<file path="src/rtl/ifmap_config.svh">
`ifndef IFMAP_CONFIG_SVH
`define IFMAP_CONFIG_SVH

// Word and address widths of the GLB bank
`define IFMAP_DATA_W      32
`define IFMAP_ADDR_W      10
`define IFMAP_GLB_DEPTH   1024

// Ifmap staging FIFO entries
`define IFMAP_FIFO_DEPTH  8

// Flow control on the two external streams
`define IFMAP_PE_CREDITS  4
`define IFMAP_CMD_DEPTH   2

// Task word count width
`define IFMAP_CNT_W       16

`endif

</file>
<file path="src/rtl/ifmap_glb_pkg.sv">
`include "ifmap_config.svh"

package ifmap_glb_pkg;

    // Load port write into the GLB bank
    typedef struct packed {
        logic                      valid;
        logic [`IFMAP_ADDR_W-1:0]  addr;
        logic [`IFMAP_DATA_W-1:0]  data;
    } glb_wr_t;

    // Ifmap read request toward the arbiter
    typedef struct packed {
        logic                      valid;
        logic [`IFMAP_ADDR_W-1:0]  addr;
    } glb_rd_req_t;

    // Read return, one cycle after the grant
    typedef struct packed {
        logic                      valid;
        logic [`IFMAP_DATA_W-1:0]  data;
    } glb_rd_rsp_t;

endpackage

</file>
<file path="src/rtl/ifmap_stream_pkg.sv">
`include "ifmap_config.svh"

package ifmap_stream_pkg;

    // Stream task from the L2 controller, count is at least 1
    typedef struct packed {
        logic                      valid;
        logic [`IFMAP_ADDR_W-1:0]  base;
        logic [`IFMAP_CNT_W-1:0]   count;
    } ifmap_task_t;

    // One word toward the PE array
    typedef struct packed {
        logic                      valid;
        logic [`IFMAP_DATA_W-1:0]  data;
        logic                      last;
    } pe_beat_t;

    // Refill/drain controller states
    typedef enum logic [1:0] {
        CTRL_IDLE  = 2'd0,
        CTRL_FILL  = 2'd1,
        CTRL_DRAIN = 2'd2
    } ctrl_state_e;

endpackage

</file>
<file path="src/rtl/ifmap_fifo_ctrl.sv">
`timescale 1ns/1ps
`include "ifmap_config.svh"

module ifmap_fifo_ctrl (
    input  logic                                  clk,
    input  logic                                  rst_n,
    input  ifmap_stream_pkg::ifmap_task_t         task_i,
    output logic                                  task_take_o,
    output ifmap_glb_pkg::glb_rd_req_t            rd_req_o,
    input  logic                                  rd_permit_i,
    input  ifmap_glb_pkg::glb_rd_rsp_t            rd_rsp_i,
    output logic                                  fifo_push_o,
    output logic [`IFMAP_DATA_W-1:0]              fifo_push_data_o,
    output logic                                  fifo_clr_o,
    input  logic [$clog2(`IFMAP_FIFO_DEPTH+1)-1:0] fifo_count_i,
    input  logic                                  fifo_empty_i,
    input  logic                                  can_send_i,
    output logic                                  fifo_pop_o,
    output logic                                  pop_last_o
);

    localparam int CNT_W = `IFMAP_CNT_W;

    ifmap_stream_pkg::ctrl_state_e cs, ns;

    logic [`IFMAP_ADDR_W-1:0] base_q;
    logic [CNT_W-1:0]         count_q;
    logic [CNT_W-1:0]         req_ptr_q;
    logic [CNT_W-1:0]         pop_cnt_q;
    logic                     room;
    logic                     words_left;

    // Count the read that may still be in flight toward the FIFO
    assign room       = (32'(fifo_count_i) + 32'(rd_rsp_i.valid)) < `IFMAP_FIFO_DEPTH;
    assign words_left = (req_ptr_q != count_q);

    assign task_take_o = (cs == ifmap_stream_pkg::CTRL_IDLE) && task_i.valid;
    assign fifo_clr_o  = task_take_o;

    // Address stays at base + req_ptr until the arbiter permits it
    assign rd_req_o.valid = (cs == ifmap_stream_pkg::CTRL_FILL) && words_left && room;
    assign rd_req_o.addr  = base_q + req_ptr_q[`IFMAP_ADDR_W-1:0];

    assign fifo_push_o      = rd_rsp_i.valid;
    assign fifo_push_data_o = rd_rsp_i.data;

    assign fifo_pop_o = (cs == ifmap_stream_pkg::CTRL_DRAIN) && !fifo_empty_i && can_send_i;
    assign pop_last_o = fifo_pop_o && (pop_cnt_q == count_q - 1'b1);

    always_ff @(posedge clk or negedge rst_n) begin
        if (!rst_n) begin
            cs <= ifmap_stream_pkg::CTRL_IDLE;
        end else begin
            cs <= ns;
        end
    end

    always_comb begin
        ns = cs;
        unique case (cs)
            ifmap_stream_pkg::CTRL_IDLE: begin
                if (task_i.valid) begin
                    ns = ifmap_stream_pkg::CTRL_FILL;
                end
            end
            ifmap_stream_pkg::CTRL_FILL: begin
                // FIFO would overflow or all words requested
                if (!rd_req_o.valid) begin
                    ns = ifmap_stream_pkg::CTRL_DRAIN;
                end
            end
            ifmap_stream_pkg::CTRL_DRAIN: begin
                if (pop_last_o) begin
                    ns = ifmap_stream_pkg::CTRL_IDLE;
                end else if (fifo_empty_i && words_left) begin
                    ns = ifmap_stream_pkg::CTRL_FILL;
                end
            end
            default: ns = ifmap_stream_pkg::CTRL_IDLE;
        endcase
    end

    always_ff @(posedge clk or negedge rst_n) begin
        if (!rst_n) begin
            base_q    <= '0;
            count_q   <= '0;
            req_ptr_q <= '0;
            pop_cnt_q <= '0;
        end else if (task_take_o) begin
            base_q    <= task_i.base;
            count_q   <= task_i.count;
            req_ptr_q <= '0;
            pop_cnt_q <= '0;
        end else begin
            if (rd_req_o.valid && rd_permit_i) begin
                req_ptr_q <= req_ptr_q + 1'b1;
            end
            if (fifo_pop_o) begin
                pop_cnt_q <= pop_cnt_q + 1'b1;
            end
        end
    end

endmodule

</file>
<file path="config.mk">
export PLATFORM = sky130hd
export DESIGN_NAME = ifmap_fifo_ctrl
export DESIGN_NICKNAME = d
export VERILOG_FILES = /design/src/rtl/ifmap_glb_pkg.sv /design/src/rtl/ifmap_stream_pkg.sv /design/src/rtl/ifmap_fifo_ctrl.sv
export VERILOG_INCLUDE_DIRS = /design/src /design/src/rtl
export SDC_FILE = /design/constraint.sdc
export NUM_CORES = 1
export LEC_CHECK = 0
export BUFFER_PORTS_ARGS = -buffer_cell sky130_fd_sc_hd__buf_2
export CORE_ASPECT_RATIO = 1.2
export CORE_MARGIN = 1.5
export CORE_UTILIZATION = 57
export DETAILED_ROUTE_END_ITERATION = 6
export GPL_TIMING_DRIVEN = 0
export PLACE_DENSITY = 0.93
export SLEW_MARGIN = 15
export SYNTH_ARGS = -nofsm -noshare
export SYNTH_HDL_FRONTEND = slang
export SYNTH_SLANG_ARGS = --single-unit
</file>
<file path="constraint.sdc">
create_clock -name clk -period 3.4 [get_ports clk]
set_input_delay 0.68 -clock clk [delete_from_list [all_inputs] [get_ports clk]]
set_output_delay 0.68 -clock clk [all_outputs]
set_load 0.1 [all_outputs]
</file>
==> reports/results.tsv, run 1 <==
stage	metric	value	unit
run_status	run_status	finished, final reports clean	
die	floorplan.initialDensity	59.7	%
finish	drive_gt1_share	29.8	%
logic_synthesis	mappedNetlistNets	557	
finish	layout.cells.most_common_list	sky130_fd_sc_hd__nand2_1 (95), sky130_fd_sc_hd__buf_2 (84), sky130_fd_sc_hd__dfrtp_1 (56)	
worst_setup_path	critPathMaxFanout	5	
finish	area_of_the_multi_input_gates	0.00225	mm²
die	chipHeight	96.1	µm
die	dieArea	0.00774	mm²
sta	fin_setup_tns	0	ps
grt	grt_start_max_net_pins	61	
clocking	cts_root_buffer	sky130_fd_sc_hd__clkbuf_8	
finish	num_antenna_cells	0	
logic_synthesis	synth-warning-count	0	
routing	avgViaCountPerCell	5.78	
clocking	cts_made_buffers	9	
worst_setup_path	critPathCaptureType	primary output	
logic_synthesis	post_synth_num_cell_types	57	
clocking	clk_pin_slew_worst_paths	70	ps
power_and_ir_drop	vdd_ir_drop_max	638	µV
sta	maxSlewViolCount	0	
clocking	clock_latency	350	ps
sta	worstMarginPinSlew	751	ps
worst_setup_path	timing.setup.critical_path_class	flop to primary output	
grt	number_of_antenna_violations_at_the_first_check_in_global_routing	0	
logic_synthesis	dominantRegCellSynth	sky130_fd_sc_hd__dfrtp_1	
die	core	0.00690	mm²
logic_synthesis	synth_top_cells_by_area	sky130_fd_sc_hd__dfrtp_1 (36%), sky130_fd_sc_hd__nand2_1 (8.7%), sky130_fd_sc_hd__buf_4 (6.9%)	
logic_synthesis	async_reset_ff_share	100	%
power_and_ir_drop	leakagePower	2.46	nW
worst_setup_path	critical_path_arrival	2710	ps
logic_synthesis	synth-edff-count	0	
sta	worst_slew_margin_rel	50.0	%
routing	detailedRoute.firstPassIterationCount	5	
logic_synthesis	ys_seq_elements	60	
logic_synthesis	synth.yosys.seq_area_share	36.5	%
placement	gp_congestion	0.956	
routing	wl	10300	µm
flow_run	timing.max_cap.violations	0	
routing	drt_drc_violations_left	0	
sta	finalSetupViolations	0	
power_and_ir_drop	pwr_density_cell	829	mW/mm²
logic_synthesis	yosys.area.top_type_share	36.5	%
grt	gr_usage_total	27.2	%
routing	final_antenna_net_count	0	
sta	max_clock_freq	295	MHz
sta	timing_hold_violations_final	0	
grt	grt_pass1_wl	16000	µm
routing	route.detailed.wl_per_inst	15.4	µm
hold_path	hp-class	input pin to asynchronous set/reset pin	
die	die_w	80.6	µm
finish	num-nets-final	658	
power_and_ir_drop	total_power	4.16	mW
sta	timing.final.crit_period	3390	ps
routing	via_count	3863	
logic_synthesis	post_synth_instance_area	0.00412	mm²
logic_synthesis	synth_top_cell_by_area	sky130_fd_sc_hd__dfrtp_1	
finish	register_area	0.00151	mm²
worst_setup_path	crit_path_start_kind	flop	
logic_synthesis	postSynthAreaPerCell	8.66	µm²
sta	post-route-period-util	99.6	%
finish	final.fill_count	492	
sta	worst_hold_slack_after_final_layout	398	ps
clocking	max-clock-path-buffers	2	
routing	drtIter0Drc	329	
sta	fin_worst_skew	11.6	ps
grt	grt_overflow_total	0	
clocking	tritoncts	yes	
placement	hpwlAfterDp	7280	µm
die	placement_row_count	33	
placement	port-buffer-count	84	
worst_setup_path	critical_path_required	2720	ps
finish	area_growth_syn_to_layout	22.0	%
die	ioPinCount	117	
clocking	cts_hold_buffers	0	
finish	mostFrequentLayoutCell	sky130_fd_sc_hd__nand2_1	
clocking	h-tree-depth	3	
logic_synthesis	netlist_instances	475	
sta	rsz_0062_raised_after_global_routing	yes	
grt	via_count_of_the_first_global_routing_pass	3500	
clocking	cts.sinks	60	
[where the power goes]
part / total (mW) / internal, mW / switching [mW]
clock network: 0.769 / 0.488 / 0.281
logic: 2.34 / 0.698 / 1.65
registers: 1.05 / 0.890 / 0.159
[per-layer routing]
| metal | global-route usage, % | wire length [µm] | vias up |
|---|---|---|---|
| li1 | - | - | 1802 |
| met1 | 32.0 | 3880 | 1816 |
| met2 | 47.8 | 5260 | 196 |
| met3 | 5.88 | 774 | 49 |
| met4 | 11.1 | 340 | 0 |
| met5 | 0 | 0 | - |
[area by class of cell]
cell class	instances	share of cell area, %
Timing Repair Buffer	90	9.94
Multi-Input combinational cell	345	44.8
Inverter	12	0.897
Tap cell	87	2.17
Sequential cell	60	30.0
Clock inverter	4	1.94
Buffer	58	7.58
Clock buffer	12	2.69
[sequential cells by signal (all words and copies together), names as in the netlist]
| signal | count |
|---|---|
| count_q | 16 |
| pop_cnt_q | 16 |
| req_ptr_q | 16 |
| base_q | 10 |
| cs | 2 |
[cells by family (layout without fill, tap and decap cells)]
kind of cell | after synthesis | count (layout) | synth area share (%)
DFF | 60 | 60 | 36.5
adders and majority gates | 13 | 13 | 4.13
muxes | 3 | 3 | 0.730
buffers and inverters | 70 | 176 | 10.2
and+or+nand+nor | 211 | 211 | 25.9
AOI/OAI and AO/OA | 60 | 60 | 10.0
xor gates and xnor gates | 58 | 58 | 12.5
[critical path: stages (launching register included)]
cell and delay, ps:
sky130_fd_sc_hd__dfrtp_2 450, sky130_fd_sc_hd__inv_1 100, sky130_fd_sc_hd__ha_2 230, sky130_fd_sc_hd__or4b_4 490, sky130_fd_sc_hd__a211oi_2 170, sky130_fd_sc_hd__o21a_1 170
sky130_fd_sc_hd__o2111ai_2 150, sky130_fd_sc_hd__a2111oi_4 320, sky130_fd_sc_hd__buf_6 280
[per-stage QoR]
| stage | instance area [µm²] | instances | worst slack, ps | utilization [%] |
|---|---|---|---|---|
| floorplan | 4150 | 475 | -267 | - |
| finish | 5020 | 668 | 14.7 | 72.8 |
| CTS | 4970 | 664 | 2.63 | 72.1 |
| global placement | 4680 | 646 | 134 | 67.9 |
| global route | 5020 | 668 | -54.4 | 72.8 |
| detailed placement | 4680 | 646 | 85.9 | 67.9 |
[synth_stat cells, types with 5 or more instances]
cell type,count
sky130_fd_sc_hd__a31oi_1,5
sky130_fd_sc_hd__o21ai_0,11
sky130_fd_sc_hd__nor2b_1,5
sky130_fd_sc_hd__xor2_1,30
sky130_fd_sc_hd__or3_1,6
sky130_fd_sc_hd__or4_1,9
sky130_fd_sc_hd__clkbuf_1,10
sky130_fd_sc_hd__inv_1,12
sky130_fd_sc_hd__a21oi_1,13
sky130_fd_sc_hd__ha_1,12
sky130_fd_sc_hd__nand2_1,95
sky130_fd_sc_hd__nor4_1,7
sky130_fd_sc_hd__nand4_1,10
sky130_fd_sc_hd__o211ai_1,7
sky130_fd_sc_hd__buf_4,38
sky130_fd_sc_hd__o31ai_1,8
sky130_fd_sc_hd__buf_2,7
sky130_fd_sc_hd__dfrtp_1,60
sky130_fd_sc_hd__nand3_1,17
sky130_fd_sc_hd__xnor2_1,27
sky130_fd_sc_hd__nor3_1,9
sky130_fd_sc_hd__and3_1,6
sky130_fd_sc_hd__nor2_1,26
[final timing paths]
path	startpoint	end	slack (ps)	depth (start not counted)
worst min-delay path	rst_n	pop_cnt_q[7]	400	1
max in group asynchronous	rst_n	req_ptr_q[0]	2460	1
worst max-delay path	count_q[1]	pop_last_o	10	8
worst max register to register	req_ptr_q[0]	req_ptr_q[0]	910	9
min in group clk	cs[0]	cs[0]	480	1
worst min register to register	cs[0]	cs[0]	480	1
[timing repair]
action | 4_1_cts | 5_1_grt
endpoints found under the hold margin | 0 | 0
gates cloned | 0 | 0
pin swaps | 1 | 3
setup endpoints to repair | 5 | 5
buffers inserted | 2 | 4
gates resized for setup | 16 | 4
Note: power is estimated with default switching activity, not from simulation.
==> run 2: changes to the inputs <==
Settings changed: ABC_AREA set to 1, CORE_UTILIZATION 57 to 54, PLACE_DENSITY 0.93 to 0.89.
Clock period 3.4 ns to 3.35 ns, I/O delays scaled along.
==> reports/results.tsv, run 2 <==
stage	metric	value	unit	change
clocking	max-clock-path-buffers	2		unchanged
routing	via_count	4436		+15%
routing	final_antenna_net_count	0		unchanged
clocking	cts_root_buffer	sky130_fd_sc_hd__clkbuf_8		
power_and_ir_drop	leakagePower	2.83	nW	+15%
sta	timing_hold_violations_final	0		unchanged
grt	grt_pass1_wl	18900	µm	+18%
placement	port-buffer-count	84		unchanged
sta	worstMarginPinSlew	782	ps	+31.0 ps
sta	post-route-period-util	96.9	%	
logic_synthesis	synth_top_cells_by_area	sky130_fd_sc_hd__dfrtp_1 (34%), sky130_fd_sc_hd__nand2_1 (16%), sky130_fd_sc_hd__xor2_1 (9.3%)		
worst_setup_path	reg2regPathDepth	11		+2
logic_synthesis	dominantRegCellSynth	sky130_fd_sc_hd__dfrtp_1		
logic_synthesis	yosys.area.top_type_share	34.0	%	-2.4 points
logic_synthesis	synth-adder-area-share	3.86	%	-0.28 points
routing	detailedRoute.firstPassIterationCount	7		+2
logic_synthesis	ys_seq_elements	60		unchanged
die	dieArea	0.00872	mm²	+13%
placement	hpwlAfterDp	8870	µm	+22%
logic_synthesis	mappedNetlistNets	702		+26%
power_and_ir_drop	pwr_density_cell	897	mW/mm²	+8.2%
routing	drtIter0Drc	405		+23%
worst_setup_path	critical_path_arrival	2580	ps	-130 ps
logic_synthesis	synth-compound-area-share	6.84	%	-3.2 points
placement	gp_congestion	0.925		-3.3%
clocking	h-tree-depth	3		unchanged
logic_synthesis	yosys.cell_count.top_type	sky130_fd_sc_hd__nand2_1		
worst_setup_path	critical_path_required	2680	ps	-40 ps
logic_synthesis	netlist_instances	620		+31%
die	placement_row_count	35		+6.1%
routing	avgViaCountPerCell	5.45		-5.8%
clocking	cts_made_buffers	9		unchanged
worst_setup_path	crit_path_start_kind	flop		
power_and_ir_drop	total_power	4.70	mW	+13%
sta	timing.final.crit_period	3250	ps	
clocking	tritoncts	yes		
logic_synthesis	synth.cells.most_frequent	sky130_fd_sc_hd__nand2_1 (183), sky130_fd_sc_hd__nor2_1 (63), sky130_fd_sc_hd__dfrtp_1 (60), sky130_fd_sc_hd__inv_1 (60), sky130_fd_sc_hd__xor2_1 (47)		
logic_synthesis	synth.area.mux_share	0	%	-0.73 points
flow_run	timing.max_cap.violations	0		unchanged
run_status	failed_checks	design-rule violations		
finish	layout.cells.most_common_list	sky130_fd_sc_hd__nand2_1 (183), sky130_fd_sc_hd__buf_2 (89), sky130_fd_sc_hd__nor2_1 (62)		
sta	worst_slew_margin_rel	47.9	%	-2.1 points
grt	grt_overflow_total	0		unchanged
hold_path	hp-class	input pin to asynchronous set/reset pin		
finish	mostFrequentLayoutCell	sky130_fd_sc_hd__nand2_1		
logic_synthesis	postSynthAreaPerCell	7.11	µm²	-18%
logic_synthesis	post_synth_instance_area	0.00441	mm²	+7.2%
sta	maxSlewViolCount	0		unchanged
grt	via_count_of_the_first_global_routing_pass	4280		+22%
logic_synthesis	dominant_combinational_cell_family_by_area_after_synthesis	simple AND/OR/NAND/NOR gates		
logic_synthesis	synth_top_cell_by_area	sky130_fd_sc_hd__dfrtp_1		
finish	post_layout_nonfiller_instances	814		+22%
routing	route.detailed.wl_per_inst	14.7	µm	-4.3%
logic_synthesis	yosys.area_share.simple	31.7	%	+5.8 points
finish	final.fill_count	639		+30%
run_status	run_status	finished, violations left		
die	core	0.00779	mm²	+13%
finish	area_growth_syn_to_layout	19.0	%	
finish	biggestRegsByFlops	count_q (16), pop_cnt_q (16), req_ptr_q (16)		
logic_synthesis	synth-warning-count	0		unchanged
routing	drt_drc_violations_left	7		+7
placement	dpl.cell_count	796		+23%
worst_setup_path	timing.setup.critical_path_class	flop to primary output		
clocking	clk_pin_slew_worst_paths	80	ps	about the same
clocking	cts_hold_buffers	0		unchanged
clocking	cts.sinks	60		unchanged
logic_synthesis	synth-edff-count	0		unchanged
worst_setup_path	critPathMaxFanout	3		-2
sta	finalSetupViolations	0		unchanged
worst_setup_path	critPathCaptureType	primary output		
die	die_w	85.5	µm	+6.1%
power_and_ir_drop	vdd_ir_drop_max	762	µV	+19%
finish	area_of_the_multi_input_gates	0.00238	mm²	+5.8%
finish	num_antenna_cells	0		unchanged
logic_synthesis	async_reset_ff_share	100	%	unchanged
sta	max_clock_freq	308	MHz	
grt	grt_start_max_net_pins	61		unchanged
grt	gr_usage_total	27.9	%	+0.75 points
logic_synthesis	post_synth_num_cell_types	39		-32%
sta	fin_worst_skew	15.0	ps	+3.39 ps
routing	wl	12000	µm	+17%
finish	drive_gt1_share	23.1	%	-6.6 points
die	floorplan.initialDensity	56.6	%	-3.1 points
logic_synthesis	synth.yosys.seq_area_share	34.0	%	-2.4 points
finish	num-nets-final	799		+21%
grt	number_of_antenna_violations_at_the_first_check_in_global_routing	0		unchanged
clocking	clock_latency	360	ps	about the same
finish	register_area	0.00150	mm²	-0.25%
die	chipHeight	102	µm	+6.2%
sta	rsz_0062_raised_after_global_routing	no		
logic_synthesis	parity_gate_share_of_the_synthesized_area_counting_xor_and_xnor_cells	10.5	%	-2.0 points
die	ioPinCount	117		unchanged
[run 2: report_power, final]
part | total [mW] | internal (mW) | switching (mW)
clock | 0.742 | 0.416 | 0.326
sequential | 1.19 | 0.924 | 0.263
combinational | 2.78 | 0.741 | 2.03
total | 4.70 | 2.08 | 2.62
[run 2: worst max-delay path: stages (launching register included)]
cell and delay, ps:
sky130_fd_sc_hd__dfrtp_2 380, sky130_fd_sc_hd__ha_2 200, sky130_fd_sc_hd__inv_1 50, sky130_fd_sc_hd__fa_1 420
sky130_fd_sc_hd__o21ai_2 200, sky130_fd_sc_hd__nand2_1 70, sky130_fd_sc_hd__nand2_1 60, sky130_fd_sc_hd__nand2_1 40
sky130_fd_sc_hd__nand2_1 120, sky130_fd_sc_hd__nand2_1 70, sky130_fd_sc_hd__nand2_1 60, sky130_fd_sc_hd__a21oi_1 90
sky130_fd_sc_hd__xnor2_2 210, sky130_fd_sc_hd__buf_8 220
[run 2: final cells by class]
type | instances | area share [%]
multi-input combinational | 447 | 45.3
sequential | 60 | 28.6
timing repair buffer | 86 | 8.78
buffer | 51 | 6.51
inverter | 62 | 4.44
clock buffer | 9 | 2.36
tap | 92 | 2.19
clock inverter | 7 | 1.74
[run 2: path summary, 6_finish.rpt]
| check | slack, ps | startpoint | to |
|---|---|---|---|
| worst max-delay path | 100 | req_ptr_q[0] | rd_req_o[8] |
| worst min-delay path | 390 | rst_n | req_ptr_q[9] |
| worst max register to register | 1200 | count_q[0] | cs[1] |
| worst min register to register | 500 | base_q[8] | base_q[8] |
| max in group asynchronous | 2400 | rst_n | req_ptr_q[0] |
| min in group clk | 500 | base_q[8] | base_q[8] |
[run 2: cells by family after synthesis]
| group | count (synthesis) |
|---|---|
| buffers and inverters | 113 |
| adders and majority gates | 13 |
| xor gates and xnor gates | 53 |
| and+or+nand+nor | 325 |
| DFF | 60 |
| AOI/OAI and AO/OA | 56 |
[run 2: routing by layer]
layer	GRT usage, %	routed length [µm]
met4	17.2	451
met2	51.4	6300
met1	30.4	4400
met5	0	0
met3	3.72	809
[run 2: timing repair]
item,CTS,global route
pin swaps,0,2
setup buffers,0,2
setup endpoints to repair,3,4
gates resized for setup,5,9
[run 2: stage by stage]
stage	instance area (µm²)	hold slack (ps)	setup TNS, ps	setup slack [ps]	util [%]
global placement	4980	472	0	195	63.9
finish	5250	388	0	102	67.3
detailed placement	4980	480	0	118	63.9
floorplan	4450	374	-54.7	-51.2	-
global route	5250	469	0	10.4	67.3
CTS	5210	425	0	12.4	66.9
==> run 3: changes to the inputs <==
==> constraint.sdc (replaced) <==
create_clock -name clk -period 3.35 [get_ports clk]
set_input_delay 0.5025 -clock clk [delete_from_list [all_inputs] [get_ports clk]]
set_output_delay 0.5025 -clock clk [all_outputs]
set_load 0.1 [all_outputs]
==> reports/results.tsv, run 3 (synthesis results as in run 2) <==
stage	metric	value	unit	change
routing	wl	11600	µm	-2.6%
sta	fin_worst_skew	5.93	ps	-9.04 ps
finish	num_antenna_cells	0		unchanged
worst_setup_path	worst_path_most_repeated_cell	sky130_fd_sc_hd__nand2_1		
die	core	0.00779	mm²	unchanged
clocking	clock_latency	360	ps	about the same
grt	number_of_antenna_violations_at_the_first_check_in_global_routing	0		unchanged
placement	port-buffer-count	84		unchanged
clocking	cts_made_buffers	9		unchanged
sta	finalSetupViolations	0		unchanged
run_status	run_status	finished, violations left		
finish	layout.cells.most_common_list	sky130_fd_sc_hd__nand2_1 (183), sky130_fd_sc_hd__buf_2 (90), sky130_fd_sc_hd__nor2_1 (63)		
finish	area_growth_syn_to_layout	17.2	%	
routing	via_count	4436		unchanged
die	die_w	85.5	µm	unchanged
placement	gp_congestion	0.938		+1.5%
power_and_ir_drop	pwr_density_cell	877	mW/mm²	-2.2%
routing	avgViaCountPerCell	5.48		+0.49%
die	ioPinCount	117		unchanged
flow_run	timing.max_cap.violations	0		unchanged
sta	fin_setup_tns	0	ps	unchanged
sta	max_clock_freq	318	MHz	+3.3%
grt	grt_pass1_wl	18800	µm	-0.73%
die	placement_row_count	35		unchanged
sta	rsz_0062_raised_after_global_routing	no		
die	floorplan.initialDensity	56.6	%	unchanged
grt	grt_overflow_total	0		unchanged
power_and_ir_drop	vdd_ir_drop_max	887	µV	+16%
worst_setup_path	series_of_cell_instances_along_the_critical_path	inv_1 > ha_1 > nand2_1 > nor2_1 > nand2_1 > xor2_1 > nor3b_1 > nand3_1 > nor3_2 > buf_2		
grt	gr_usage_total	27.5	%	-0.44 points
worst_setup_path	critical_path.slowest_cell	sky130_fd_sc_hd__dfrtp_1		
sta	post-route-period-util	93.9	%	-3.1 points
routing	final_antenna_net_count	0		unchanged
clocking	max-clock-path-buffers	2		unchanged
sta	worstMarginPinSlew	780	ps	-1.17 ps
clocking	cts.sinks	60		unchanged
sta	timing_hold_violations_final	0		unchanged
sta	worst_slew_margin_rel	48.0	%	+0.078 points
hold_path	hp-class	input pin to asynchronous set/reset pin		
worst_setup_path	worst_path_largest_cell_delay	450	ps	+30 ps
power_and_ir_drop	total_power	4.53	mW	-3.6%
run_status	failed_checks	design-rule violations		
routing	route.detailed.wl_per_inst	14.4	µm	-2.1%
placement	dpl.cell_count	796		unchanged
worst_setup_path	crit_path_start_kind	flop		
placement	hpwlAfterDp	8750	µm	-1.4%
finish	post-route-util	66.3	%	-1.0 points
routing	drtIter0Drc	272		-33%
power_and_ir_drop	leakagePower	2.80	nW	-0.85%
finish	mostFrequentLayoutCell	sky130_fd_sc_hd__nand2_1		
clocking	tritoncts	yes		
finish	biggestRegsByFlops	count_q (16), pop_cnt_q (16), req_ptr_q (16)		
finish	post_layout_nonfiller_instances	810		-0.49%
finish	drive_gt1_share	22.3	%	-0.85 points
clocking	clk_pin_slew_worst_paths	70	ps	about the same
clocking	cts_root_buffer	sky130_fd_sc_hd__clkbuf_8		
worst_setup_path	critPathMaxFanout	4		+1
clocking	post-cts-setup-buffer-count	0		unchanged
sta	timing.final.crit_period	3140	ps	-104 ps
routing	drt_drc_violations_left	7		unchanged
worst_setup_path	critical_path_arrival	2640	ps	+60 ps
worst_setup_path	critical_path_required	2850	ps	+170 ps
clocking	h-tree-depth	3		unchanged
worst_setup_path	critPathCaptureType	primary output		
grt	via_count_of_the_first_global_routing_pass	4336		+1.3%
finish	num-nets-final	797		-0.25%
worst_setup_path	timing.setup.critical_path_class	flop to primary output		
die	chipHeight	102	µm	unchanged
grt	grt_start_max_net_pins	61		unchanged
routing	detailedRoute.firstPassIterationCount	7		unchanged
die	dieArea	0.00872	mm²	unchanged
sta	maxSlewViolCount	0		unchanged
[run 3: cell count changes in the layout (fill, tap and decap cells not counted), sizes merged]
cell / change
clkinvlp: -1
buf: -3
bufinv: -2
clkinv: -2
clkbuf: +4
[run 3: layer usage]
| layer | vias to the layer above | GRT usage, % | part of all wire, % |
|---|---|---|---|
| li1 | 2123 | - | - |
| met1 | 2038 | 30.3 | 37 |
| met2 | 222 | 50.8 | 52 |
| met3 | 53 | 4.60 | 6.9 |
| met4 | 0 | 14.1 | 4.4 |
| met5 | - | 0 | 0 |
[run 3: final cells by class]
type                       instances  area (µm²)
fill                             658        2630
multi-input combinational        447        2370
sequential                        60        1500
timing repair buffer              84         435
buffer                            51         342
inverter                          62         233
clock buffer                      12         165
tap                               92         115
clock inverter                     2        10.0
[run 3: through the flow]
stage	hold WS (ps)	cell area, µm²	worst slack [ps]
final	221	5170	206
after global routing	304	5170	47.1
after CTS	258	5160	36.3
after detailed placement	475	4980	305
after global placement	472	4970	366
after floorplan	207	4440	110
[run 3: report_power, final]
group / internal (mW) / total, mW / switching (mW) / leakage (nW)
Combinational: 0.721 / 2.73 / 2.01 / 1.92
Sequential: 0.925 / 1.19 / 0.263 / 0.790
Clock: 0.318 / 0.614 / 0.295 / 0.0941
Total: 1.96 / 4.53 / 2.57 / 2.80
[run 3: repair_timing]
action / CTS / global route
hold buffers: 0 / 0
gates resized for setup: 2 / 5
setup endpoints to repair: 1 / 3
[run 3: worst paths after layout]
kind                       startpoint           end  slack [ps]  depth (start not counted)
max                        count_q[0]    pop_last_o         210                         10
min                             rst_n  req_ptr_q[9]         220                          1
max reg2reg                count_q[0]         cs[0]        1230                         13
min reg2reg                 base_q[8]     base_q[8]         490                          2
max in group asynchronous       rst_n  req_ptr_q[0]        2570                          1
min in group clk           task_i[19]     base_q[3]         340                          3
[run 3: worst max-delay path: cells and delay by family (launching register included)]
kind          cells  cell delay [ps]
xor+xnor          1              190
fa+ha+maj         1              230
buf+inv           2              560
flops             1              450
simple gates      6              850
